File: src/common/icache_pkg.sv
`default_nettype none

package icache_pkg;

    // ========================================
    // geometry
    // ========================================

    // 15-bit physical address, split as tag (14..9), index (8..5), offset (4..0).
    localparam int ADDR_W   = 15;
    localparam int TAG_W    = 6;
    localparam int INDEX_W  = 4;
    localparam int OFFSET_W = 5;

    // sixteen lines of 32 bytes give the 512-byte store.
    localparam int NUM_LINES      = 16;
    localparam int LINE_W         = 256;
    localparam int WORDS_PER_LINE = 8;

    // ========================================
    // memory bus
    // ========================================

    localparam int AXI_ADDR_W = 32;
    localparam int AXI_DATA_W = 32;

    localparam logic [1:0] RESP_OKAY = 2'b00;

    // ========================================
    // types
    // ========================================

    typedef logic [TAG_W-1:0]    tag_t;
    typedef logic [INDEX_W-1:0]  index_t;
    typedef logic [OFFSET_W-1:0] offset_t;

    // word 0 of the line sits in bits 31..0.
    typedef logic [LINE_W-1:0] line_t;

    typedef struct packed {
        tag_t    tag;
        index_t  index;
        offset_t offset;
    } fetch_addr_t;

    // read-address channel payload.
    typedef struct packed {
        logic [AXI_ADDR_W-1:0] addr;
        logic [2:0]            prot;
    } axil_ar_t;

    // read-data channel payload.
    typedef struct packed {
        logic [AXI_DATA_W-1:0] data;
        logic [1:0]            resp;
    } axil_r_t;

endpackage

`default_nettype wire
File: src/icache/icache_array.sv
`timescale 1ns/100ps
`default_nettype none

// one storage array of the cache, indexed by line.
// the tag store and the data store are both built from this module.
module icache_array
    import icache_pkg::*;
#(
    parameter type entry_t = tag_t
) (
    input  wire            clk,

    // read port, data is valid one cycle after the index.
    input  wire index_t    rd_index,
    output entry_t         rd_entry,

    // write port.
    input  wire            wr_en,
    input  wire index_t    wr_index,
    input  wire entry_t    wr_entry
);

    entry_t mem [NUM_LINES];

    always_ff @(posedge clk) begin
        if (wr_en) begin
            mem[wr_index] <= wr_entry;
        end
    end

    // a read that collides with a write to the same index sees the old entry.
    always_ff @(posedge clk) begin
        rd_entry <= mem[rd_index];
    end

endmodule

`default_nettype wire

File: config.mk
export PLATFORM = sky130hd
export DESIGN_NAME = icache_array
export DESIGN_NICKNAME = d
export VERILOG_FILES = /design/src/common/icache_pkg.sv /design/src/icache/icache_array.sv
export SDC_FILE = /design/constraint.sdc
export NUM_CORES = 1
export LEC_CHECK = 0
export ABC_AREA = 1
export BUFFER_PORTS_ARGS = -buffer_cell sky130_fd_sc_hd__buf_2
export CORE_UTILIZATION = 50
export CTS_CLUSTER_SIZE = 12
export DETAILED_ROUTE_END_ITERATION = 8
export GPL_TIMING_DRIVEN = 0
export PLACE_DENSITY = 0.67
export SYNTH_ARGS = -nofsm -noshare
export SYNTH_HDL_FRONTEND = slang
export SYNTH_SLANG_ARGS = --single-unit
File: constraint.sdc
create_clock -name clk -period 1.25 [get_ports clk]
set_input_delay 0.1875 -clock clk [delete_from_list [all_inputs] [get_ports clk]]
set_output_delay 0.1875 -clock clk [all_outputs]
set_load 0.02 [all_outputs]
== Word level (Yosys, flattened, before mapping) ==
Memories as Yosys holds them, arrays and structs flattened. A register that Yosys moved wholly into a read port is not among the register bits.
Cells that the tools add are included.

* Multiplexer cells: 2

{| class="wikitable"
|+ Operators with widths
! kind !! number
|-
| 2-to-1 mux 1 bit || 2
|}

* Flip-flop bits (word level): 0
* Memory bits (writable): 96
* Logic and storage cells: 3
* Memories: 1
* Input bits: 16
* Output and inout bits: 6

{| class="wikitable"
|+ Memory list
! memory !! words !! width !! read ports !! clocked after memory_dff !! wr ports !! line !! text
|-
| mem || 16 || 6 || 1 || 1 || 1 || icache_array.sv:23 || <nowiki>entry_t mem [NUM_LINES];</nowiki>
|}

== Depth between registers and ports, before layout ==
* Word-level depth: 2
* Gate-level depth with buffers: 8
* Gate-level depth less buffers: 7

== Worst setup path before layout ==
Ideal clock, no wire load.

* Kind: input -> register
* Start: input port wr_index[3]
* End: memory mem[4][0] in the netlist's numbering, enable pin
* Stages: 2
* Buffers on the path: 0
* Slack: 0.215 ns
* Required time: 0.900 ns
* Arrival time: 0.685 ns
* Cells stage by stage: nand3b_1 nor2_1

{| class="wikitable"
|+ RTL lines
! element !! line !! text
|-
| start: declaration || icache_array.sv:19 || <nowiki>input wire index_t wr_index,</nowiki>
|-
| end: declaration || icache_array.sv:23 ||
|}

No word-level cell before the write port.

== Worst setup path in the final report ==
* Start: input port wr_index[3]
* End: memory mem[6][4] in the netlist's numbering, enable pin

No word-level cell before the write port.

==> results.cfg <==
[worst_setup_path]
r2r_cells = 6
path_buf_inv = 1
crit_arrival_ns = 1.13
cp_slowest_cell = nor2_1
path_class = input pin to register
path_cells = buf_2 > nand3b_1 > nor2_1
crit_start = wr_index[3]
reg2reg_to = rd_entry[0]$_DFF_P_
max_stage_delay_ns = 0.57
critPathMaxFanout = 6
endpoint = mem[6][4]$_DFFE_PP_
crit_family = simple AND/OR/NAND/NOR gates
worst-r2r-setup-slack_ns = 0.23
cp.required_ns = 1.25
critPathLaunchType = input pin
r2r_start = mem[8][0]$_DFFE_PP_
cp_num_cells = 3
critPathCaptureType = register

[synthesis]
netlist_area_mm2 = 0.004328
syn_nets = 436
synth_cell_type_count = 13
synth_area_leaders = edfxtp_1, nand2_1, nand3_1
synth_seq_cells = 102
synth_area_per_cell_um2 = 10.30
ys_warn_count = 0
ys_seq_area_frac = 0.6938
synth_top_cell_by_area = edfxtp_1
synth_cells = 420
synth_top_area_frac = 0.6661

[global_route]
grt_pass1_wl_um = 15470
grt_max_degree = 17
track_usage = 0.2465
antenna_found_initial = 0
grt.overflow.total = 0
grt_pass1_vias = 2973

[placed_design]
place_ws_ns = -0.2672
port_buffers = 20
routabilityCongestion = 0.8968
place_hpwl_um = 6602
dp_cells = 545

[timing]
skew_ns = 0.005734
setup_viol = 0
setup_slack_ns = 0.1179
rsz0062_at_grt = false
max_freq_mhz = 883.3
worst_pin_slew_ns = 0.7159
finalCritPeriodShare = 0.9057
finalHoldViolCount = 0
slew_viol_final = 0
slew_headroom = 0.5210
fin_crit_ns = 1.132

[power_and_ir_drop]
ir_drop_uv = 668.2
p_leak_nw = 2.023
power_density_mw_per_mm2 = 1346

[cts]
clk_path_buf_depth = 2
cts-root-buf = clkbuf_8
cts_setup_buffers = 0
clkLatencyLatePin_ns = 0.36
clkSlewWorstSetupHoldPaths_ns = 0.09
cts_hold_buf = 0
cts_num_sinks = 102
cts.htree.levels = 3
cts_tree = done
numCtsBuffers = 9
cts_resized = 0

[route]
vias = 2894
post_drt_wl_per_cell_um = 17.68
dr.pass1.iters = 5
drc = 0
via_per_inst = 5.168
drt-initial-drc-count = 184
ant_nets = 0
drt_wl_total_um = 9899

[finish]
diodes = 0
stdcell_count = 560
num-fill-cells = 723
layout-drive-gt1-share = 0.1714
final_nets = 467
area_growth_pct = 9.714

[floorplanning]
fp-row-count = 33
io_pins = 22
dieArea_mm2 = 0.009032
core_area_mm2 = 0.008299
initial_core_util = 0.5215
die_w_um = 95.04
die_h_um = 95.04

[run]
maxCapViolCount = 0

[status]
status = finished clean

[min_path]
hold_path_class = input pin to register
-- area by class of cell --
cell class	count	area [um2]	share of cell area
multi-input combinational	223	935.9	0.1971
timing repair buffer	20	100.1	0.02108
inverter	78	297.8	0.06271
clock inverter	5	61.31	0.01291
clock buffer	10	127.6	0.02688
tap	105	131.4	0.02767
buffer	17	91.34	0.01924
sequential	102	3003	0.6324
-- worst reg2reg max path, cell delays in order, from the launching register on --
cell      delay (ns)
edfxtp_1        0.39
inv_2           0.06
nand2_1         0.05
nand3_1         0.09
nand3_1         0.11
nand3_1         0.13
nand2_1         0.08
-- how the worst min path moves through the flow --
| stage | to | from | cells past startpoint |
|---|---|---|---|
| CTS | rd_entry[2]$_DFF_P_ | rd_index[3] | 3 |
| global route | rd_entry[4]$_DFF_P_ | rd_index[3] | 3 |
| finish | rd_entry[5]$_DFF_P_ | rd_index[3] | 3 |
| detailed placement | rd_entry[2]$_DFF_P_ | rd_index[3] | 3 |
| floorplan | mem[0][0]$_DFFE_PP_ | wr_entry[0] | 0 |
| global placement | rd_entry[5]$_DFF_P_ | rd_index[3] | 3 |
-- per-stage QoR --
step	util	hold slack (ns)	setup TNS, ns	instance area [um2]	power [mW]
5_1_grt	0.5721	0.2239	0	4748	6.567
3_3_place_gp	0.5494	0.5674	-11.77	4559	4.415
4_1_cts	0.5721	0.1902	0	4748	6.397
3_5_place_dp	0.5494	0.5792	-15.12	4559	4.429
6_report	0.5721	0.2089	0	4748	6.392
2_1_floorplan	-	0.2864	0	4328	4.205
-- layer usage --
metal | GRT usage | share of wire
met1 | 0.3128 | 0.41
met2 | 0.4131 | 0.50
met3 | 0.03429 | 0.060
met4 | 0.1275 | 0.028
met5 | 0 | 0
-- flip-flops by register name, summed over array words and instances (netlist names) --
name      count
mem          96
rd_entry      6
-- power breakdown --
group,switching (mW),total (mW),internal (mW)
Clock,1.12,2.04,0.919
Combinational,0.373,0.516,0.143
Sequential,0.0213,3.84,3.82
Total,1.51,6.39,4.88
-- placed cells by master (no fill, tap or decap), types with 2 or more instances in the layout --
master,instances
buf_2,30
buf_4,4
clkbuf_1,3
clkbuf_8,9
clkinv_2,4
clkinvlp_4,3
dfxtp_1,6
edfxtp_1,96
inv_1,48
inv_2,26
nand2_1,131
nand3_1,73
nand3b_1,2
nor2_1,17
-- cells in the mapped netlist --
master / count
nand2_1: 131
edfxtp_1: 96
nand3_1: 73
inv_1: 48
inv_2: 26
nor2_1: 17
buf_2: 10
dfxtp_1: 6
buf_4: 4
clkinv_2: 4
clkbuf_1: 2
nand3b_1: 2
buf_1: 1
-- cell families after synthesis --
| group | count (synthesis) | synth area share |
|---|---|---|
| flip-flops | 102 | 0.6938 |
| buffers and inverters | 95 | 0.08991 |
| AND/OR/NAND/NOR | 223 | 0.2162 |
No activity file was read; power rests on OpenSTA's default activity.
