[src/common/icache_pkg.sv]
`default_nettype none

package icache_pkg;

    // ========================================
    // geometry
    // ========================================

    // 15-bit physical address, split as tag (14..9), index (8..5), offset (4..0).
    localparam int ADDR_W   = 15;
    localparam int TAG_W    = 6;
    localparam int INDEX_W  = 4;
    localparam int OFFSET_W = 5;

    // sixteen lines of 32 bytes give the 512-byte store.
    localparam int NUM_LINES      = 16;
    localparam int LINE_W         = 256;
    localparam int WORDS_PER_LINE = 8;

    // ========================================
    // memory bus
    // ========================================

    localparam int AXI_ADDR_W = 32;
    localparam int AXI_DATA_W = 32;

    localparam logic [1:0] RESP_OKAY = 2'b00;

    // ========================================
    // types
    // ========================================

    typedef logic [TAG_W-1:0]    tag_t;
    typedef logic [INDEX_W-1:0]  index_t;
    typedef logic [OFFSET_W-1:0] offset_t;

    // word 0 of the line sits in bits 31..0.
    typedef logic [LINE_W-1:0] line_t;

    typedef struct packed {
        tag_t    tag;
        index_t  index;
        offset_t offset;
    } fetch_addr_t;

    // read-address channel payload.
    typedef struct packed {
        logic [AXI_ADDR_W-1:0] addr;
        logic [2:0]            prot;
    } axil_ar_t;

    // read-data channel payload.
    typedef struct packed {
        logic [AXI_DATA_W-1:0] data;
        logic [1:0]            resp;
    } axil_r_t;

endpackage

`default_nettype wire
[src/design/axi_lite_line_fetch.sv]
`timescale 1ns/100ps
`default_nettype none

// reads one cache line as eight AXI4-Lite word reads, one at a time.
module axi_lite_line_fetch
    import icache_pkg::*;
(
    input  wire              clk,
    input  wire              rst_n,

    // line request from the controller.
    input  wire              fill_start,
    input  wire fetch_addr_t fill_base,
    output logic             fill_done,
    output line_t            fill_line,

    // AXI4-Lite read channels.
    output logic             arvalid,
    input  wire              arready,
    output axil_ar_t         ar,
    input  wire              rvalid,
    output logic             rready,
    input  wire axil_r_t     r
);

    typedef enum logic [1:0] {
        ST_IDLE,
        ST_ADDR,
        ST_DATA,
        ST_DONE
    } state_t;

    state_t                              state_q;
    logic [$clog2(WORDS_PER_LINE)-1:0]   beat_q;
    tag_t                                base_tag_q;
    index_t                              base_index_q;
    line_t                               line_q;

    // ========================================
    // sequencing
    // ========================================

    always_ff @(posedge clk) begin
        if (!rst_n) begin
            state_q <= ST_IDLE;
            beat_q  <= '0;
        end else begin
            case (state_q)
                ST_IDLE: begin
                    beat_q <= '0;
                    if (fill_start)
                        state_q <= ST_ADDR;
                end
                ST_ADDR: begin
                    if (arready)
                        state_q <= ST_DATA;
                end
                ST_DATA: begin
                    if (rvalid) begin
                        beat_q  <= beat_q + 1'b1;
                        state_q <= (int'(beat_q) == WORDS_PER_LINE - 1) ? ST_DONE : ST_ADDR;
                    end
                end
                default: begin
                    state_q <= ST_IDLE;
                end
            endcase
        end
    end

    // line base and the assembled words.
    always_ff @(posedge clk) begin
        if (state_q == ST_IDLE && fill_start) begin
            base_tag_q   <= fill_base.tag;
            base_index_q <= fill_base.index;
        end
        if (state_q == ST_DATA && rvalid)
            line_q[beat_q*AXI_DATA_W +: AXI_DATA_W] <= r.data;
    end

    // ========================================
    // outputs
    // ========================================

    assign arvalid = (state_q == ST_ADDR);
    assign rready  = (state_q == ST_DATA);

    // prot marks an instruction access.
    assign ar.addr = {{(AXI_ADDR_W-ADDR_W){1'b0}}, base_tag_q, base_index_q, beat_q, 2'b00};
    assign ar.prot = 3'b100;

    assign fill_done = (state_q == ST_DONE);
    assign fill_line = line_q;

    // ========================================
    // checks
    // ========================================

    ar_hold_a: assert property (@(posedge clk) disable iff (!rst_n)
        arvalid && !arready |=> arvalid && $stable(ar));

    // memory never reports an error for instruction fetches.
    r_okay_a: assert property (@(posedge clk) disable iff (!rst_n)
        rvalid |-> r.resp == RESP_OKAY);

endmodule

`default_nettype wire

[config.mk]
export PLATFORM = sky130hd
export DESIGN_NAME = axi_lite_line_fetch
export DESIGN_NICKNAME = d
export VERILOG_FILES = /design/src/common/icache_pkg.sv /design/src/design/axi_lite_line_fetch.sv
export SDC_FILE = /design/constraint.sdc
export NUM_CORES = 1
export LEC_CHECK = 0
export BUFFER_PORTS_ARGS = -buffer_cell sky130_fd_sc_hd__buf_2
export CORE_ASPECT_RATIO = 0.75
export CORE_MARGIN = 3
export CORE_UTILIZATION = 51
export DETAILED_ROUTE_END_ITERATION = 6
export PLACE_DENSITY_LB_ADDON = 0.2
export SLEW_MARGIN = 15
export SYNTH_ARGS = -nofsm -noshare
export SYNTH_HDL_FRONTEND = slang
export SYNTH_SLANG_ARGS = --single-unit
[constraint.sdc]
create_clock -name clk -period 4.2 [get_ports clk]
set_input_delay 0.42 -clock clk [delete_from_list [all_inputs] [get_ports clk]]
set_output_delay 0.42 -clock clk [all_outputs]
set_load 0.01 [all_outputs]
; ---- Word level (Yosys, flattened, before mapping)
; Cells that the tools add are included.
[word_totals]
in_bits = 54
out_inout_bits = 294
reg_bits = 271
elab_cells = 30
[op_classes]
n_shift = 2
n_eq_ne = 7
reduce_logical = 6
n_addsub = 2
n_mux = 8
[ops]
columns = operator, count
row1 = $bwmux 256, 1
row2 = $shift 32x34->256 const A, 1
row3 = $shiftx 32x34->256, 1
row4 = $neg 8->34, 1
row5 = $mux 2, 4
row6 = $pmux 2 s3, 1
row7 = $pmux 3 s2, 1
row8 = $eq 2x2->1 const B, 2
row9 = $ne 2x2->1 const B, 2
row10 = $add 3x1->3 const B, 1
row11 = $eq 3x1->1 const B, 1
row12 = $mux 3, 1
row13 = $reduce_and 3->1, 1
row14 = $eq 2x1->1 const B, 1
row15 = $logic_and 1x1->1, 2
row16 = $logic_not 2->1, 1
row17 = $ne 2x1->1 const B, 1
row18 = $reduce_and 2->1, 1
row19 = $reduce_bool 2->1, 1

; ---- Depth between registers and ports, before layout
[depth]
word_depth = 4
depth_mapped = 10
depth_no_buf = 6

; ---- Worst setup path before layout
; OpenSTA, ideal clock, no wires.
[synth_timing]
kind = register to register
startpoint = register, netlist name beat_q[0]
endpoint = register line_q[224], in the netlist fill_line[224], enable pin
n_path_buf = 2
path_slack_ps = 518
period_less_slack_ps = 3682
arrival_ps = 3261
stages_incl_launch_ff = 8
setup_time_ps = 421
cell_sequence = dfxtp_1 buf_2 inv_1 ha_1 ha_1 buf_6 or3_1 nor2_1
[synth_rtl]
columns = element, line
row1 = "end signal, assigned by index", axi_lite_line_fetch.sv:78  ; line_q[beat_q*AXI_DATA_W +: AXI_DATA_W] <= r.data;
row2 = "end, declared", axi_lite_line_fetch.sv:37  ; line_t line_q;

==> results.sh <==
export IMPL_layout_common_cells="buf_2 (318), edfxtp_1 (266), and2_1 (141), nor2_1 (70), nor2_4 (36)"
export IMPL_seqPwrFrac_pct=54.6
export IMPL_p_sw_share_pct=19.55
export IMPL_synth_edff_count=266
export IMPL_drc=0
export IMPL_post_cts_buffers=0
export IMPL_firstDrtPassIters=5
export IMPL_max_vdd_ir_drop_mv=0.2570
export IMPL_cp_top_family="simple AND/OR/NAND/NOR gates"
export IMPL_r2r_end="fill_line[90]$_DFFE_PP_"
export IMPL_cts_buffers=26
export IMPL_io_buffers=318
export IMPL_stdcell_count=1310
export IMPL_fin_crit_sh_pct=74.52
export IMPL_nFillCells=1507
export IMPL_syn2layout_area_growth_pct=24.11
export IMPL_place_area_um2=12620
export IMPL_crit_chain="inv_1, ha_1, ha_1, or3b_1, nor2_4, buf_12"
export IMPL_antenna_found_initial=0
export IMPL_grt_setup_unrepaired="false"
export IMPL_final_common_cell="buf_2"
export IMPL_drive_gt1_share_pct=45.14
export IMPL_worstMarginPinSlew_ns=0.9165
export IMPL_die_width_um=174.5
export IMPL_setup_viol_count_final=0
export IMPL_syn_area_um2=10860
export IMPL_cts_sinks=271
export IMPL_cp_data_arrival_time_ns=3.35
export IMPL_finClkSkew_ns=0.009355
export IMPL_hold_start="fill_base[8]"
export IMPL_ctsHoldBuffers=0
export IMPL_cts_tree="built"
export IMPL_worst_setup_path_type="flop to flop"
export IMPL_fin_crit_ns=3.130
export IMPL_fmax_mhz=319.5
export IMPL_grt_max_degree=33
export IMPL_antenna_left=0
export IMPL_hpwlAfterDp_mm=18.10
export IMPL_p_clk_share_pct=43.0
export IMPL_cpPeakStageDelay_ns=0.77
export IMPL_maxCapViolCount=0
export IMPL_r2r_slack_ns=1.07
export IMPL_grt_pass1_vias=6392
export IMPL_yosysWarningCount=0
export IMPL_gr_total_overflow=0
export IMPL_crit_slowest_cell="dfxtp_1"
export IMPL_vias_per_cell=4.893
export IMPL_grt_pass1_wl_mm=38.93
export IMPL_leakagePower_nw=4.242
export IMPL_yosys_register_bits=271
export IMPL_holdPathStages=1
export IMPL_grt_use_total_pct=22.19
export IMPL_final_nets=1067
export IMPL_synthCells=678
export IMPL_r2r_start="beat_q[0]$_SDFFE_PN0P_"
export IMPL_wl_mm=26.08
export IMPL_vias=6410
export IMPL_post_route_cell_area_um2=13480
export IMPL_clock_latency_ns=0.52
export IMPL_rows=45
export IMPL_slew_viol_final=0
export IMPL_antennaDiodeCount=0
export IMPL_avgSynthCellArea_um2=16.02
export IMPL_slew_headroom_pct=38.90
export IMPL_crit_fanout=23
export IMPL_outcome="finished clean"
export IMPL_hold_class="input port to flop"
export IMPL_comb_power_share_pct=2.4
export IMPL_place_congestion=0.7932
export IMPL_cts_resized_gates=0
export IMPL_crit_buf_inv=2
export IMPL_ys_types=40
export IMPL_cp_end_kind="flop"
export IMPL_root_buffer="clkbuf_16"
export IMPL_drt_iter0_drc=416
export IMPL_start_kind="flop"
export IMPL_cpMostUsedCell="ha_1"
export IMPL_clk_pin_slew_ns=0.06
export IMPL_clk_path_buf_depth=3
export IMPL_hold_end="base_index_q[3]$_DFFE_PP_"
export IMPL_dieArea_um2=23100
export IMPL_p_int_mw=4.354
export IMPL_switchingPower_mw=1.058
export IMPL_htreeDepth=1
export IMPL_synthArstFlopShare_pct=0
export IMPL_hold_viol_final=0
export IMPL_yosysSeqAreaShare_pct=74.46
export IMPL_regArea_um2=8088
export IMPL_drt_wirelength_per_cell_um=19.91
export IMPL_die_h_um=132.4
export IMPL_start_util_pct=52.85
export IMPL_r2r_cells=6
export IMPL_critical_path_required_ns=4.42
export IMPL_synthFlopType="edfxtp_1"
export IMPL_multi_input_area_um2=2430
export IMPL_ios=348
export IMPL_placedCellCount=1262
export IMPL_power_density_nw_per_um2=401.5
export IMPL_core_um2=20550
export IMPL_setup_tns_ns=0
[worst max path at each step]
stage,cells past startpoint,startpoint,to,slack [ns]
after floorplan,7,beat_q[0]$_SDFFE_PN0P_,fill_line[224]$_DFFE_PP_,0.52
after global routing,6,beat_q[0]$_SDFFE_PN0P_,fill_line[80]$_DFFE_PP_,0.88
final,6,beat_q[0]$_SDFFE_PN0P_,fill_line[90]$_DFFE_PP_,1.07
after CTS,6,beat_q[0]$_SDFFE_PN0P_,fill_line[76]$_DFFE_PP_,1.07
after global placement,6,beat_q[0]$_SDFFE_PN0P_,fill_line[60]$_DFFE_PP_,1.07
after detailed placement,6,beat_q[0]$_SDFFE_PN0P_,fill_line[61]$_DFFE_PP_,1.07
[power by group through the flow]
stage / logic, mW / registers (mW) / clock network (mW)
detailed placement: 0.130 / 3.01 / 0
floorplan: 0.0671 / 3.02 / 0
global route: 0.142 / 2.95 / 2.47
finish: 0.129 / 2.95 / 2.33
CTS: 0.131 / 2.95 / 2.37
global placement: 0.128 / 3.01 / 0
[metrics by stage]
| step | util (%) | power (mW) | hold WS [ns] | worst slack [ns] |
|---|---|---|---|---|
| finish | 65.60 | 5.412 | 0.07939 | 1.070 |
| global route | 65.60 | 5.571 | 0.05516 | 0.8841 |
| CTS | 65.60 | 5.451 | 0.05937 | 1.070 |
| detailed placement | 61.43 | 3.143 | 0.5610 | 1.068 |
| global placement | 61.43 | 3.140 | 0.5683 | 1.073 |
| floorplan | - | 3.082 | 0.5189 | 0.5179 |
[Yosys cell counts, types with 2 or more instances]
library cell	count	area share, %
edfxtp_1	266	74
and2_1	141	8.1
nor2_1	76	2.6
nor2_4	30	3.1
buf_4	24	1.7
nor2_2	22	1.3
nand2_4	18	1.9
nand2_1	17	0.59
buf_2	12	0.55
buf_6	9	0.93
buf_12	5	0.92
dfxtp_1	5	0.92
ha_1	5	0.58
inv_1	4	0.14
nand2b_1	4	0.23
nor2b_1	4	0.23
a21boi_0	3	0.21
and3_1	3	0.17
clkbuf_2	3	0.14
o21ai_0	3	0.14
conb_1	2	0.069
nand2_2	2	0.12
nand2b_4	2	0.25
nor4_4	2	0.39
[flip-flops by register name, summed over array words and instances (netlist names)]
signal	count
fill_line	256
state_q	2
base_index_q	4
beat_q	3
base_tag_q	6
[routing by layer]
| metal | track usage [%] | up-vias | wire (µm) |
|---|---|---|---|
| met4 | 6.200 | 0 | 662 |
| li1 | - | 2961 | - |
| met5 | 0 | - | 0 |
| met2 | 37.53 | 303 | 12710 |
| met3 | 6.246 | 44 | 2268 |
| met1 | 28.36 | 3102 | 10450 |
[cells by family after synthesis]
group | after synthesis | share of synthesized area (%)
AOI/OAI and AO/OA | 10 | 0.6106
adders and majority gates | 5 | 0.5760
DFF | 271 | 74.46
other | 2 | 0.06914
and+or+nand+nor | 332 | 19.91
buffers and inverters | 58 | 4.377
[area by class of cell]
cell class	instances	area share [%]
Tap cell	282	2.617
Clock buffer	31	5.123
Multi-Input combinational cell	369	18.02
Sequential cell	271	60.00
Clock inverter	17	1.225
Inverter	4	0.1114
Timing Repair Buffer	336	12.90
Note: power is estimated with default switching activity, not from simulation.
