<file path="config.mk">
export PLATFORM = sky130hd
export DESIGN_NAME = icache_ctrl
export DESIGN_NICKNAME = d
export VERILOG_FILES = /design/src/common/icache_pkg.sv /design/src/icache/icache_ctrl.sv
export SDC_FILE = /design/constraint.sdc
export NUM_CORES = 1
export LEC_CHECK = 0
export BUFFER_PORTS_ARGS = -buffer_cell sky130_fd_sc_hd__buf_2
export CAP_MARGIN = 0
export CORE_AREA = 2 2 423 425
export DETAILED_ROUTE_END_ITERATION = 8
export DIE_AREA = 0 0 425 427
export PLACE_DENSITY = 0.3
export RECOVER_POWER = 50
export SYNTH_ARGS = -nofsm -noshare
export SYNTH_HDL_FRONTEND = slang
export SYNTH_SLANG_ARGS = --single-unit
</file>
<file path="constraint.sdc">
create_clock -name clk -period 3.55 [get_ports clk]
set_clock_uncertainty 0.1 [all_clocks]
set_input_delay 1.065 -clock clk [delete_from_list [all_inputs] [get_ports clk]]
set_output_delay 1.065 -clock clk [all_outputs]
set_load 0.005 [all_outputs]
</file>
<file path="src/common/icache_pkg.sv">
`default_nettype none

package icache_pkg;

    // ========================================
    // geometry
    // ========================================

    // 15-bit physical address, split as tag (14..9), index (8..5), offset (4..0).
    localparam int ADDR_W   = 15;
    localparam int TAG_W    = 6;
    localparam int INDEX_W  = 4;
    localparam int OFFSET_W = 5;

    // sixteen lines of 32 bytes give the 512-byte store.
    localparam int NUM_LINES      = 16;
    localparam int LINE_W         = 256;
    localparam int WORDS_PER_LINE = 8;

    // ========================================
    // memory bus
    // ========================================

    localparam int AXI_ADDR_W = 32;
    localparam int AXI_DATA_W = 32;

    localparam logic [1:0] RESP_OKAY = 2'b00;

    // ========================================
    // types
    // ========================================

    typedef logic [TAG_W-1:0]    tag_t;
    typedef logic [INDEX_W-1:0]  index_t;
    typedef logic [OFFSET_W-1:0] offset_t;

    // word 0 of the line sits in bits 31..0.
    typedef logic [LINE_W-1:0] line_t;

    typedef struct packed {
        tag_t    tag;
        index_t  index;
        offset_t offset;
    } fetch_addr_t;

    // read-address channel payload.
    typedef struct packed {
        logic [AXI_ADDR_W-1:0] addr;
        logic [2:0]            prot;
    } axil_ar_t;

    // read-data channel payload.
    typedef struct packed {
        logic [AXI_DATA_W-1:0] data;
        logic [1:0]            resp;
    } axil_r_t;

endpackage

`default_nettype wire
</file>
<file path="src/icache/icache_ctrl.sv">
`timescale 1ns/100ps
`default_nettype none

// lookup and fill control for the direct-mapped instruction cache.
module icache_ctrl
    import icache_pkg::*;
(
    input  wire              clk,
    input  wire              rst_n,
    input  wire              flush,

    // fetch request.
    input  wire              req_valid,
    output logic             req_ready,
    input  wire fetch_addr_t req_addr,

    // fetch response.
    output logic             rsp_valid,
    input  wire              rsp_ready,
    output line_t            rsp_line,

    // array ports.
    output index_t           rd_index,
    input  wire tag_t        tag_rd,
    input  wire line_t       line_rd,
    output logic             wr_en,
    output index_t           wr_index,
    output tag_t             wr_tag,
    output line_t            wr_line,

    // line fetcher.
    output logic             fill_start,
    output fetch_addr_t      fill_base,
    input  wire              fill_done,
    input  wire line_t       fill_line
);

    typedef enum logic [2:0] {
        ST_IDLE,
        ST_LOOKUP,
        ST_FILL,
        ST_REPLAY,
        ST_RESPOND
    } state_t;

    state_t               state_q;
    state_t               state_d;
    logic [NUM_LINES-1:0] valid_q;
    fetch_addr_t          req_q;
    logic                 hit;

    // ========================================
    // hit detection
    // ========================================

    // the tag only counts when the entry holds a line.
    assign hit = valid_q[req_q.index] ? (tag_rd == req_q.tag) : 1'b0;

    // ========================================
    // state machine
    // ========================================

    always_comb begin
        state_d = state_q;
        case (state_q)
            ST_IDLE: begin
                if (req_valid && req_ready)
                    state_d = ST_LOOKUP;
            end
            ST_LOOKUP: begin
                state_d = hit ? ST_RESPOND : ST_FILL;
            end
            ST_FILL: begin
                if (fill_done)
                    state_d = ST_REPLAY;
            end
            // the arrays were written last edge, so read them once more.
            ST_REPLAY: begin
                state_d = ST_RESPOND;
            end
            ST_RESPOND: begin
                if (rsp_ready)
                    state_d = ST_IDLE;
            end
            default: begin
                state_d = ST_IDLE;
            end
        endcase
    end

    always_ff @(posedge clk) begin
        if (!rst_n) begin
            state_q <= ST_IDLE;
            valid_q <= '0;
        end else begin
            state_q <= state_d;
            if (state_q == ST_IDLE && flush)
                valid_q <= '0;
            else if (wr_en)
                valid_q[wr_index] <= 1'b1;
        end
    end

    always_ff @(posedge clk) begin
        if (req_valid && req_ready)
            req_q <= req_addr;
    end

    // ========================================
    // outputs
    // ========================================

    assign req_ready = (state_q == ST_IDLE) && !flush;

    // in idle the incoming index goes straight to the arrays.
    assign rd_index = (state_q == ST_IDLE) ? req_addr.index : req_q.index;

    // the held index keeps the array output steady while the response waits.
    assign rsp_valid = (state_q == ST_RESPOND);
    assign rsp_line  = line_rd;

    assign wr_en    = (state_q == ST_FILL) && fill_done;
    assign wr_index = req_q.index;
    assign wr_tag   = req_q.tag;
    assign wr_line  = fill_line;

    assign fill_start = (state_q == ST_LOOKUP) && !hit;
    assign fill_base  = '{tag: req_q.tag, index: req_q.index, offset: '0};

    // ========================================
    // checks
    // ========================================

    rsp_hold_a: assert property (@(posedge clk) disable iff (!rst_n)
        rsp_valid && !rsp_ready |=> rsp_valid && $stable(rsp_line));

    // the fetcher only completes a line that this FSM asked for.
    fill_done_in_fill_a: assert property (@(posedge clk) disable iff (!rst_n)
        fill_done |-> state_q == ST_FILL);

endmodule

`default_nettype wire

</file>
Word-level counts from Yosys, hierarchy flattened
Cells that the tools add are included.
Widths: inputs -> output; s select.
{"block": "classes", "mux": 11, "reduce_logical": 11, "n_lt_le_gt_ge": 2, "bitwise_logic": 2, "n_eq_ne": 8}
{"cell": "$or 16x16->16", "count": 1}
{"cell": "$pmux 3 s5", "count": 1}
{"cell": "$mux 3", "count": 4}
{"cell": "$eq 3x2->1 const B", "count": 2}
{"cell": "$eq 6x6->1", "count": 1}
{"cell": "$logic_and 1x1->1", "count": 6}
{"cell": "$lt 4x5->1 const B", "count": 1}
{"cell": "$bmux 1 s4", "count": 1}
{"cell": "$demux 1 s4", "count": 1}
{"cell": "$ge 4x1->1 const B", "count": 1}
{"cell": "$mux 4", "count": 1}
{"cell": "$ne 2x1->1 const B", "count": 2}
{"cell": "$eq 3x1->1 const B", "count": 1}
{"cell": "$eq 3x3->1 const B", "count": 1}
{"cell": "$logic_not 3->1", "count": 1}
{"cell": "$mux 1", "count": 3}
{"cell": "$reduce_and 3->1", "count": 1}
{"cell": "$logic_not 1->1", "count": 2}
{"cell": "$ne 2x2->1 const B", "count": 1}
{"cell": "$reduce_or 2->1", "count": 1}
{"cell": "$not 1->1", "count": 1}
{"block": "word_totals", "input_bits": 539, "reg_bits": 29, "out_inout_bits": 545, "word_cells": 38}

Depth between registers and ports, before layout
Gate-level depths: netlist of the first run.
{"block": "depth", "ltp_word": 5, "depth_mapped": 6}

Worst setup path before layout of the first run
No wires, ideal clock.
{"block": "synth_timing", "path_kind": "flip-flop to output port", "start": "reg req_q, in the netlist wr_index[2]", "end": "out fill_start", "arrival_ns": 1.889, "setup_slack_ns": 0.496, "t_required_ns": 2.385, "path_stages_with_launch": 6, "path_cell_list": "edfxtp_1 -> buf_6 -> mux4_2 -> mux4_2 -> a31oi_1 -> nor3b_2"}
{"block": "synth_via", "elab_chain_len": 5}
{"element": "from (decl)", "line_no": "icache_ctrl.sv:49", "text": "fetch_addr_t req_q;"}
{"element": "from (signal assigned)", "line_no": "icache_ctrl.sv:106", "text": "req_q <= req_addr;"}
{"element": "$bmux 1 s4", "line_no": "icache_ctrl.sv:57", "text": "assign hit = valid_q[req_q.index] ? (tag_rd == req_q.tag) : 1'b0;"}
{"element": "$mux 1 (implied by the code)", "line_no": "icache_ctrl.sv:57"}
{"element": "$mux 1", "line_no": "icache_ctrl.sv:57"}
{"element": "$logic_not 1->1", "line_no": "icache_ctrl.sv:127", "text": "assign fill_start = (state_q == ST_LOOKUP) && !hit;"}
{"element": "$logic_and 1x1->1", "line_no": "icache_ctrl.sv:127"}
{"element": "to (decl)", "line_no": "icache_ctrl.sv:32", "text": "output logic fill_start,"}
Every way passes these cells. The select of a mux whose other input is x is not followed.

Worst setup path after layout of the first run
Same ends and word-level chain as after synthesis.

==> results of run 1 <==
==> Yosys cell counts (2+ instances only) <==
master	count	area (µm²)
a21oi_1	14	70.07
a31oi_1	5	31.28
buf_4	527	3956
clkbuf_1	4	15.01
dfxtp_1	19	380.4
edfxtp_1	10	300.3
inv_1	2	7.510
mux2_2	4	45.04
mux4_1	2	52.55
mux4_2	3	67.56
nand2_1	4	15.01
nor2_1	18	67.56
nor2b_1	3	18.77
nor3_1	4	20.02
nor3b_1	2	15.01
nor4_1	3	18.77
xor2_1	6	52.55
==> layout make-up <==
class,instances,area share (%)
diodes,3,0.1545
clock buffers,5,2.575
clock inverters,3,0.3605
inverters,2,0.1545
multi-input cells,84,13.13
flip-flops and latches,29,14.01
well taps,2355,60.63
repair buffers,67,8.986
==> stage by stage <==
stage	setup TNS, ps	utilization (%)
after floorplan	0	-
after global placement	-524.8	2.605
after detailed placement	-494.5	2.605
after CTS	-126.1	2.744
after global routing	-148.9	2.739
final	-40.72	2.742
==> routing by layer <==
layer  vias to the layer above  track usage, %  wire length, µm
met2                       865           18.76            50870
met3                       120           20.48            40520
li1                        565               -                -
met4                         8           1.584             1847
met5                         -          0.6614              161
met1                       807           2.528             8652
==> worst paths after layout <==
path         slack (ps)                 endpoint  depth (start not counted)                     from
max                 -40               fill_start                          6    wr_index[2]$_DFFE_PP_
min                 380  valid_q[5]$_SDFFE_PP0P_                          2  valid_q[5]$_SDFFE_PP0P_
max reg2reg        1450  state_q[2]$_SDFFE_PN0P_                          6    wr_index[2]$_DFFE_PP_
min reg2reg         380  valid_q[5]$_SDFFE_PP0P_                          2  valid_q[5]$_SDFFE_PP0P_
==> worst max-delay path: stages, from the launching register on <==
cell and delay, ps:
edfxtp_1 410, buf_12 140, mux4_2 510, mux4_2 540, a31oi_4 160, nor3b_2 180, buf_4 170
==> sequential cells by signal, indices dropped and copies added (netlist names) <==
signal,flops
wr_tag,6
valid_q,16
wr_index,4
state_q,3
==> timing repair <==
| item | 4_1_cts | 5_1_grt |
|---|---|---|
| setup buffers | 2 | 0 |
| pin swaps | 2 | 1 |
| gates resized for setup | 13 | 0 |
| endpoints found under the setup margin | 1 | 1 |
| cloned | 1 | 0 |
==> cell families (layout without fill, tap and decap cells) <==
family	count (synthesis)	count (layout)	share of synthesized area (%)
flip-flops	29	29	12.97
other	1	8	0.07146
XOR/XNOR	6	6	1.001
AND/OR/NAND/NOR	43	43	4.459
buffers and inverters	535	77	76.13
AO/OA/AOI/OAI	21	21	2.218
multiplexers	9	9	3.147
==> power groups by stage <==
stage          clock [W]  sequential [W]  combinational [W]
6_report        0.000552        0.000367           0.000148
5_1_grt         0.000591        0.000369           0.000165
4_1_cts         0.000591        0.000368           0.000163
3_5_place_dp           0        0.000374           0.000148
3_3_place_gp           0        0.000375           0.000151
2_1_floorplan          0        0.000367           0.000522
==> metrics.md, run 1 <==
| Metric | Value |
|---|---|
| Chip Height | 427 µm |
| FFs w/ async S/R, synth | 0% |
| Share of cells above drive strength 1 | 44.74% |
| DRC | 0 |
| Fin crit period | 3591 ps |
| Pre-antenna DRT Iters | 5 |
| Seq pwr share | between 30% and 40% |
| CP Data Required Time | around 2400 ps |
| RSZ-0062 raised after global routing | yes |
| Die area | roughly 0.18 mm² |
| Vias per inst | 0.9282 |
| Clk pin slew, worst setup/hold paths | 70 ps |
| CTS tree | yes |
| Post-Synthesis Cell Area | 0.005248 mm² |
| Wire length per cell | 40.05 µm |
| Vias in the first global route | ~2,300 |
| Synth Area per Inst | 8.148 µm² |
| Fin. Hold Viols | 0 |
| Vias after detailed routing | 2,365 |
| Switching share of power | about 37% |
| Nets | 728 |
| Hold-fix buffers, CTS | 0 |
| Die W | 425 µm |
| Post-synth top flop | dfxtp_1 |
| Setup slack at placement | -494.5 ps |
| Number of synthesized register bits | 29 |
| Worst min-delay path class | flip-flop to flip-flop |
| Yosys warns | 0 |
| Port bufs | slightly below 50 |
| CTS root buffer | clkbuf_16 |
| Int Power | 0.0006739 W |
| Rows | 155 |
| Outcome | complete, but fails checks |
| Fin cells | ~2,500 |
| H-tree depth | 2 |
| PnR worst setup slack | -40.72 ps |
| Logic pwr share | between 10 and 15% |
| Worst path arrival time | 2430 ps |
| Inserted Clock Buffers | 5 |
| Synth-to-layout area growth | -7.392% |
| PD cells | about 220 mW/mm² |
| Most common cell after layout, fill and taps aside | buf_2 |
| GRT Resource Usage Total | 10.70% |
| NetSw | 0.0003929 W |
| Post-route cell area | a little under 0.005 mm² |
| Layout filler cell count | 21,230 |
| Worst vdd ir | 0.1726 mV |
| Pleak | 0.8131 nW |
| Initial DRC Count | 140 |
| EDFF count, synth | 10 |
| GR Overflow Total | 0 |
| Clock sink count | 29 |
| Initial Util | between 2 and 3% |
| Multi-input logic area | 638.1 µm² |
| Seq/Total Area, Yosys | 12.97% |
| Violated checks | setup timing |
| I/O Pins | 1,084 |
| Clk Latency, worst-skew pair | 330 ps |
| Global-route wire length before repair | 106,500 µm |
| Core ar. | between 0.15 and 0.2 mm² |
| Post-DP Area | 0.004617 mm² |
| Hold Worst Slack | between 300 and 400 ps |
| Actual slew at the worst max-slew pin | 791.0 ps |
| Worst setup EP type | output pin |
| Period utilisation layout | 101.1% |
| Reg area | about 680 µm² |
| Slew headroom | 46.83% |
| Setup crit start kind | flip-flop |
| Hpwl dp | 97,960 µm |
| Endpoints failing setup | 1 |
| Post-Synthesis Cells | ~640 |
| Clock power share | 51.7% |
| Library cells used by synthesis | 31 |
| Largest net degree at the start of global routing | 17 |
| RePlAce Congestion | 0.8491 |
| Routed WL | 102,000 µm |
| Max Freq | approximately 280 MHz |
| Max Fanout on Critical Path | 6 |
| Post-route ant nets | 0 |
| MaxCap Viol Count | 0 |
| Final Max Tran Viols | 0 |
| Most frequent cells in the layout | buf_2, dfxtp_1, nor2_1 |
| Design Power | 0.001067 W |
| Initial antenna violation count | 12 |
| WS Path Type | flip-flop to output pin |
| Placed Cells | 2,534 |
| Deepest clock path buffer count | 2 |
Note: power is estimated with default switching activity, not from simulation.
==> run 2: changes to the inputs <==
==> constraint.sdc (replaced) <==
create_clock -name clk -period 3.55 [get_ports clk]
set_clock_uncertainty 0.1 [all_clocks]
set_input_delay 0.5325 -clock clk [delete_from_list [all_inputs] [get_ports clk]]
set_output_delay 0.5325 -clock clk [all_outputs]
set_load 0.005 [all_outputs]
==> run 2 against run 1 <==
Compared with the run above: the run now ends clean; setup slack improved by 250 ps; clock-buffer cell count increased by 1; hold slack got worse by 88 ps; final cell count decreased by 0.59%; critical endpoint unchanged; highest routed layer unchanged.
==> metrics.md, run 2 (same netlist as run 1, synthesis figures left out) <==
| Metric | Value |
|---|---|
| Post_cts resized | 0 (-13) |
| Initial DRC Count | 120 (-14%) |
| Vias per inst | 0.9242 (-0.43%) |
| Worst R2R Setup Slack | 1250 ps (-200 ps) |
| Worst min-delay path class | primary input to flip-flop |
| Setup crit start kind | flip-flop |
| Hpwl dp | 97,550 µm (-0.43%) |
| Inserted Clock Buffers | 5 (unchanged) |
| Most common cell after layout, fill and taps aside | buf_2 |
| CP Data Required Time | 2920 ps (+540 ps) |
| Fin crit period | 3344 ps (-246.3 ps) |
| I/O Pins | 1,084 (unchanged) |
| Synth-to-layout area growth | -10.94% |
| Nets | 714 (-1.9%) |
| Setup TNS | 0 ps (+40.72 ps) |
| Global-route wire length before repair | 105,300 µm (-1.1%) |
| Worst setup EP type | output pin |
| Clock sink count | 29 (unchanged) |
| Fin util | 2.636% (-0.11 points) |
| GRT Resource Usage Total | 10.59% (-0.11 points) |
| Vias after detailed routing | 2,341 (-1.0%) |
| Most frequent cells in the layout | buf_2, dfxtp_1, nor2_1 |
| Deepest clock path buffer count | 2 (unchanged) |
| CTS root buffer | clkbuf_16 |
| Pre-antenna DRT Iters | 4 (-1) |
| GR Overflow Total | 0 (unchanged) |
| Final Max Tran Viols | 0 (unchanged) |
| Initial Util | 2.960% (unchanged) |
| Period utilisation layout | 94.21% (-6.9 points) |
| Pleak | 0.7482 nW (-8.0%) |
| Outcome | finished clean |
| Rows | 155 (unchanged) |
| Worst vdd ir | 0.1585 mV (-8.1%) |
| DRC | 0 (unchanged) |
| WS Path Type | flip-flop to output pin |
| Largest net degree at the start of global routing | 17 (unchanged) |
| Clk Latency, worst-skew pair | 320 ps (about the same) |
| Endpoints failing setup | 0 (-1) |
| Share of cells above drive strength 1 | 38.64% (-6.1 points) |
| Max Fanout on Critical Path | 12 (+6) |
| Die area | 0.1815 mm² (unchanged) |
| Max reg flops | 16 (unchanged) |
| Clk pin slew, worst setup/hold paths | 90 ps (+20 ps) |
| RSZ-0062 raised after global routing | no |
| RePlAce Congestion | 0.8528 (+0.44%) |
| PD cells | 214.4 mW/mm² (-2.4%) |
| Worst path arrival time | 2710 ps (+280 ps) |
| Post-route ant nets | 0 (unchanged) |
| Post-CTS Setup Inserts | 0 (-2) |
| Max Freq | 299.0 MHz (+7.4%) |
| Chip Height | 427 µm (unchanged) |
| MaxCap Viol Count | 0 (unchanged) |
| Fin. Hold Viols | 0 (unchanged) |
| Core ar. | 0.1773 mm² (unchanged) |
| Slew headroom | 53.34% (+6.5 points) |
| Port bufs | 49 (unchanged) |
| Hold-fix buffers, CTS | 0 (unchanged) |
| Actual slew at the worst max-slew pin | 694.6 ps (-96.48 ps) |
| Die W | 425 µm (unchanged) |
| Initial antenna violation count | 12 (unchanged) |
| Routed WL | 101,000 µm (-1.1%) |
| Vias in the first global route | 2,249 (-1.4%) |
| H-tree depth | 2 (unchanged) |
| CTS tree | yes |
| Top reg by flops | valid_q |
| Wire length per cell | 39.86 µm (-0.47%) |
run 2: cell type report:
cell class / count / area, µm²
fillers: 21260 / 172600
well taps: 2355 / 2947
flip-flops and latches: 29 / 680.7
multi-input cells: 84 / 599.3
repair buffers: 53 / 269.0
clock buffers: 6 / 150.1
clock inverters: 2 / 15.01
inverters: 2 / 7.507
diodes: 2 / 5.005
run 2: critical path: stages, from the launching register on:
cell and delay [ps]:
edfxtp_1 660, mux4_1 640, mux4_2 490, a31oi_1 210, nor3b_2 260, buf_2 160
run 2: report_power, final:
part / switching, W / internal, W / total [W] / leakage (nW)
logic: 0.0000644 / 0.0000403 / 0.000105 / 0.419
clock network: 0.000220 / 0.000306 / 0.000526 / 0.0825
registers: 0.0000188 / 0.000353 / 0.000371 / 0.246
run 2: final timing paths:
kind                            depth (start not counted)                  endpoint                      from
worst max-delay path                                    5                fill_start     wr_index[2]$_DFFE_PP_
worst min-delay path                                    1       wr_tag[2]$_DFFE_PP_              req_addr[11]
worst max register to register                          4   state_q[2]$_SDFFE_PN0P_     wr_index[2]$_DFFE_PP_
worst min register to register                          2  valid_q[15]$_SDFFE_PP0P_  valid_q[15]$_SDFFE_PP0P_
run 2: metrics by stage:
| stage | setup slack [ps] | cell area (µm²) | hold slack (ps) | cells | total power [W] |
|---|---|---|---|---|---|
| after global placement | 484.7 | 4509 | 342.7 | 2523 | 0.0004969 |
| after floorplan | 1028 | 5263 | 328.4 | 648 | 0.0008892 |
| after detailed placement | 506.4 | 4509 | 353.9 | 2523 | 0.0004950 |
| after global routing | 53.33 | 4671 | 272.3 | 2532 | 0.001055 |
| final | 205.6 | 4673 | 288.2 | 2533 | 0.001002 |
| after CTS | 178.2 | 4674 | 259.4 | 2531 | 0.001051 |
run 2: metal layers:
| layer | track usage (%) | vias to the layer above | wire length, µm |
|---|---|---|---|
| met5 | 1.032 | - | 275 |
| met4 | 2.063 | 14 | 2117 |
| met3 | 20.15 | 122 | 40170 |
| met2 | 18.45 | 874 | 50110 |
| met1 | 2.450 | 791 | 8296 |
| li1 | - | 540 | - |
==> run 3: changes to the inputs <==
==> constraint.sdc (replaced) <==
create_clock -name clk -period 3.55 [get_ports clk]
set_clock_uncertainty 0.1 [all_clocks]
set_input_delay 0.1775 -clock clk [delete_from_list [all_inputs] [get_ports clk]]
set_output_delay 0.1775 -clock clk [all_outputs]
set_load 0.005 [all_outputs]
==> run 3 against run 2 <==
Compared with the run above: sequential cell count unchanged; clock power is 6.7% higher; routed wire length grew 0.25%; combinational power grew 10%; clock-buffer cell count down 1; critical path depth unchanged; register-to-register slack lost 80 ps; sequential power hardly changed; first-iteration DRC count up 10%; fmax increased by 11%; critical endpoint unchanged; largest cell class unchanged; highest routed layer unchanged.
==> metrics.md, run 3 (same netlist as run 1, synthesis figures left out) <==
| Metric | Value |
|---|---|
| Outcome | finished clean |
| Top reg by flops | valid_q |
| Clk pin slew, worst setup/hold paths | 70 ps (-20 ps) |
| Pleak | 0.7960 nW (+6.4%) |
| Wire length per cell | 39.79 µm (-0.19%) |
| Initial Util | 2.960% (unchanged) |
| Most frequent cells in the layout | buf_2, dfxtp_1, nor2_1 |
| Post-DP Area | 0.004494 mm² (-0.33%) |
| Endpoints failing setup | 0 (unchanged) |
| Hold path depth | 3 (+2) |
| Post-CTS Setup Inserts | 0 (unchanged) |
| Vias in the first global route | 2,259 (+0.44%) |
| H-tree depth | 2 (unchanged) |
| Worst min-delay path class | primary input to flip-flop |
| PnR worst setup slack | 545.2 ps (+339.6 ps) |
| Fin cells | 2,544 (+0.43%) |
| Largest net degree at the start of global routing | 17 (unchanged) |
| Chip Height | 427 µm (unchanged) |
| Inserted Clock Buffers | 5 (unchanged) |
| Die area | 0.1815 mm² (unchanged) |
| Share of cells above drive strength 1 | 38.59% (-0.049 points) |
| Initial DRC Count | 132 (+10%) |
| WS Path Type | flip-flop to output pin |
| Worst vdd ir | 0.1331 mV (-16%) |
| Worst R2R Setup Slack | 1170 ps (-80 ps) |
| Hold Worst Slack | 71.45 ps (-216.7 ps) |
| GR Overflow Total | 0 (unchanged) |
| Rows | 155 (unchanged) |
| Nets | 722 (+1.1%) |
| Hold-fix buffers, CTS | 10 (+10) |
| WHS Endpoint | state_q[2]$_SDFFE_PN0P_ |
| Most common cell after layout, fill and taps aside | buf_2 |
| Hpwl dp | 97,540 µm (about the same) |
| Slew headroom | 52.11% (-1.2 points) |
| Worst Min Path Start | rst_n |
| Vias after detailed routing | 2,389 (+2.1%) |
| Post-route ant nets | 0 (unchanged) |
| RePlAce Congestion | 0.8503 (-0.29%) |
| CP Cell Sequence | mux4_1 > mux4_2 > a31oi_1 > nor3b_2 > buf_2 |
| FF-to-FF path depth | 4 (unchanged) |
| Core ar. | 0.1773 mm² (unchanged) |
| Slowest stage cell, crit path | edfxtp_1 |
| PD cells | 219.6 mW/mm² (+2.4%) |
| Setup TNS | 0 ps (unchanged) |
| Clock sink count | 29 (unchanged) |
| Post_cts resized | 0 (unchanged) |
| Max Freq | 332.8 MHz (+11%) |
| CTS tree | yes |
| CTS root buffer | clkbuf_16 |
| Deepest clock path buffer count | 2 (unchanged) |
| Actual slew at the worst max-slew pin | 712.9 ps (+18.34 ps) |
| GRT Resource Usage Total | 10.58% (about the same) |
| Port bufs | 49 (unchanged) |
| MaxCap Viol Count | 0 (unchanged) |
| Clk Latency, worst-skew pair | 310 ps (about the same) |
| Fin crit period | 3005 ps (-339.6 ps) |
| Die W | 425 µm (unchanged) |
| DRC | 0 (unchanged) |
| CP Data Required Time | 3270 ps (+350 ps) |
| I/O Pins | 1,084 (unchanged) |
| Fin. Hold Viols | 0 (unchanged) |
| Global-route wire length before repair | 105,400 µm (+0.13%) |
| Worst R2R End | state_q[2]$_SDFFE_PN0P_ |
| Final Max Tran Viols | 0 (unchanged) |
| Setup slack at placement | 832.6 ps (+326.2 ps) |
| Max reg flops | 16 (unchanged) |
| RSZ-0062 raised after global routing | no |
| Synth-to-layout area growth | -8.965% |
| Worst r2r src | wr_index[2]$_DFFE_PP_ |
| Max Fanout on Critical Path | 14 (+2) |
| Vias per inst | 0.9391 (+1.6%) |
| Worst path arrival time | 2730 ps (+20 ps) |
| Worst setup EP type | output pin |
| Layout filler cell count | 21,260 (+0.0047%) |
| Setup crit start kind | flip-flop |
| Placed Cells | 2,521 (-0.079%) |
| CP peak stage delay | 690 ps (+30 ps) |
| Period utilisation layout | 84.64% (-9.6 points) |
| Routed WL | 101,200 µm (+0.25%) |
| Pre-antenna DRT Iters | 4 (unchanged) |
| Post-route cell area | 0.004777 mm² (+2.2%) |
| Initial antenna violation count | 12 (unchanged) |
## run 3: changes by cell type in the layout (fill, tap and decap cells not counted), sizes merged
cell         previous run  this run
clkbuf                 11         5
dlygate4sd3             0        10
diode                   2         5
bufinv                  0         1
buf                    48        51
## run 3: per-stage QoR
step                      utilization (%)  total power, W
after global placement              2.535       0.0004959
after CTS                           2.688        0.001098
final                               2.695        0.001049
after detailed placement            2.535       0.0004941
after global routing                2.692        0.001100
after floorplan                         -       0.0008892
## run 3: metal layers
| metal | track usage [%] | share of wire, % |
|---|---|---|
| met4 | 1.755 | 1.8 |
| met1 | 2.375 | 8.0 |
| met5 | 1.429 | 0.38 |
| met3 | 20.16 | 40 |
| met2 | 18.63 | 50 |
## run 3: where the power goes
part | total (W) | internal (W) | switching (W)
combinational | 0.000116 | 0.0000470 | 0.0000687
sequential | 0.000372 | 0.000352 | 0.0000192
clock | 0.000561 | 0.000335 | 0.000227
## run 3: layout make-up
type                       instances  area (µm²)  area share [%]
tap                             2355        2947           61.68
sequential                        29       680.7           14.25
multi-input combinational         84       599.3           12.55
timing repair buffer              61       360.3           7.543
clock buffer                       5       125.1           2.619
clock inverter                     3       45.04          0.9429
antenna                            5       12.51          0.2619
inverter                           2       7.507          0.1572
## run 3: how the worst max path moves through the flow
stage / start / end / slack [ps] / depth (start not counted)
after floorplan: wr_index[2]$_DFFE_PP_ / fill_start / 1380 / 5
after global placement: wr_index[2]$_DFFE_PP_ / fill_start / 820 / 5
after detailed placement: wr_index[2]$_DFFE_PP_ / fill_start / 830 / 5
after CTS: wr_index[2]$_DFFE_PP_ / fill_start / 490 / 5
after global routing: wr_index[2]$_DFFE_PP_ / fill_start / 390 / 5
final: wr_index[2]$_DFFE_PP_ / fill_start / 550 / 5
## run 3: critical path: cells and delay by family (launching register included)
kind / cells / cell delay [ps]
multiplexers: 2 / 1130
AO/OA/AOI/OAI: 1 / 240
buffers and inverters: 1 / 140
flip-flops: 1 / 690
AND/OR/NAND/NOR: 1 / 230
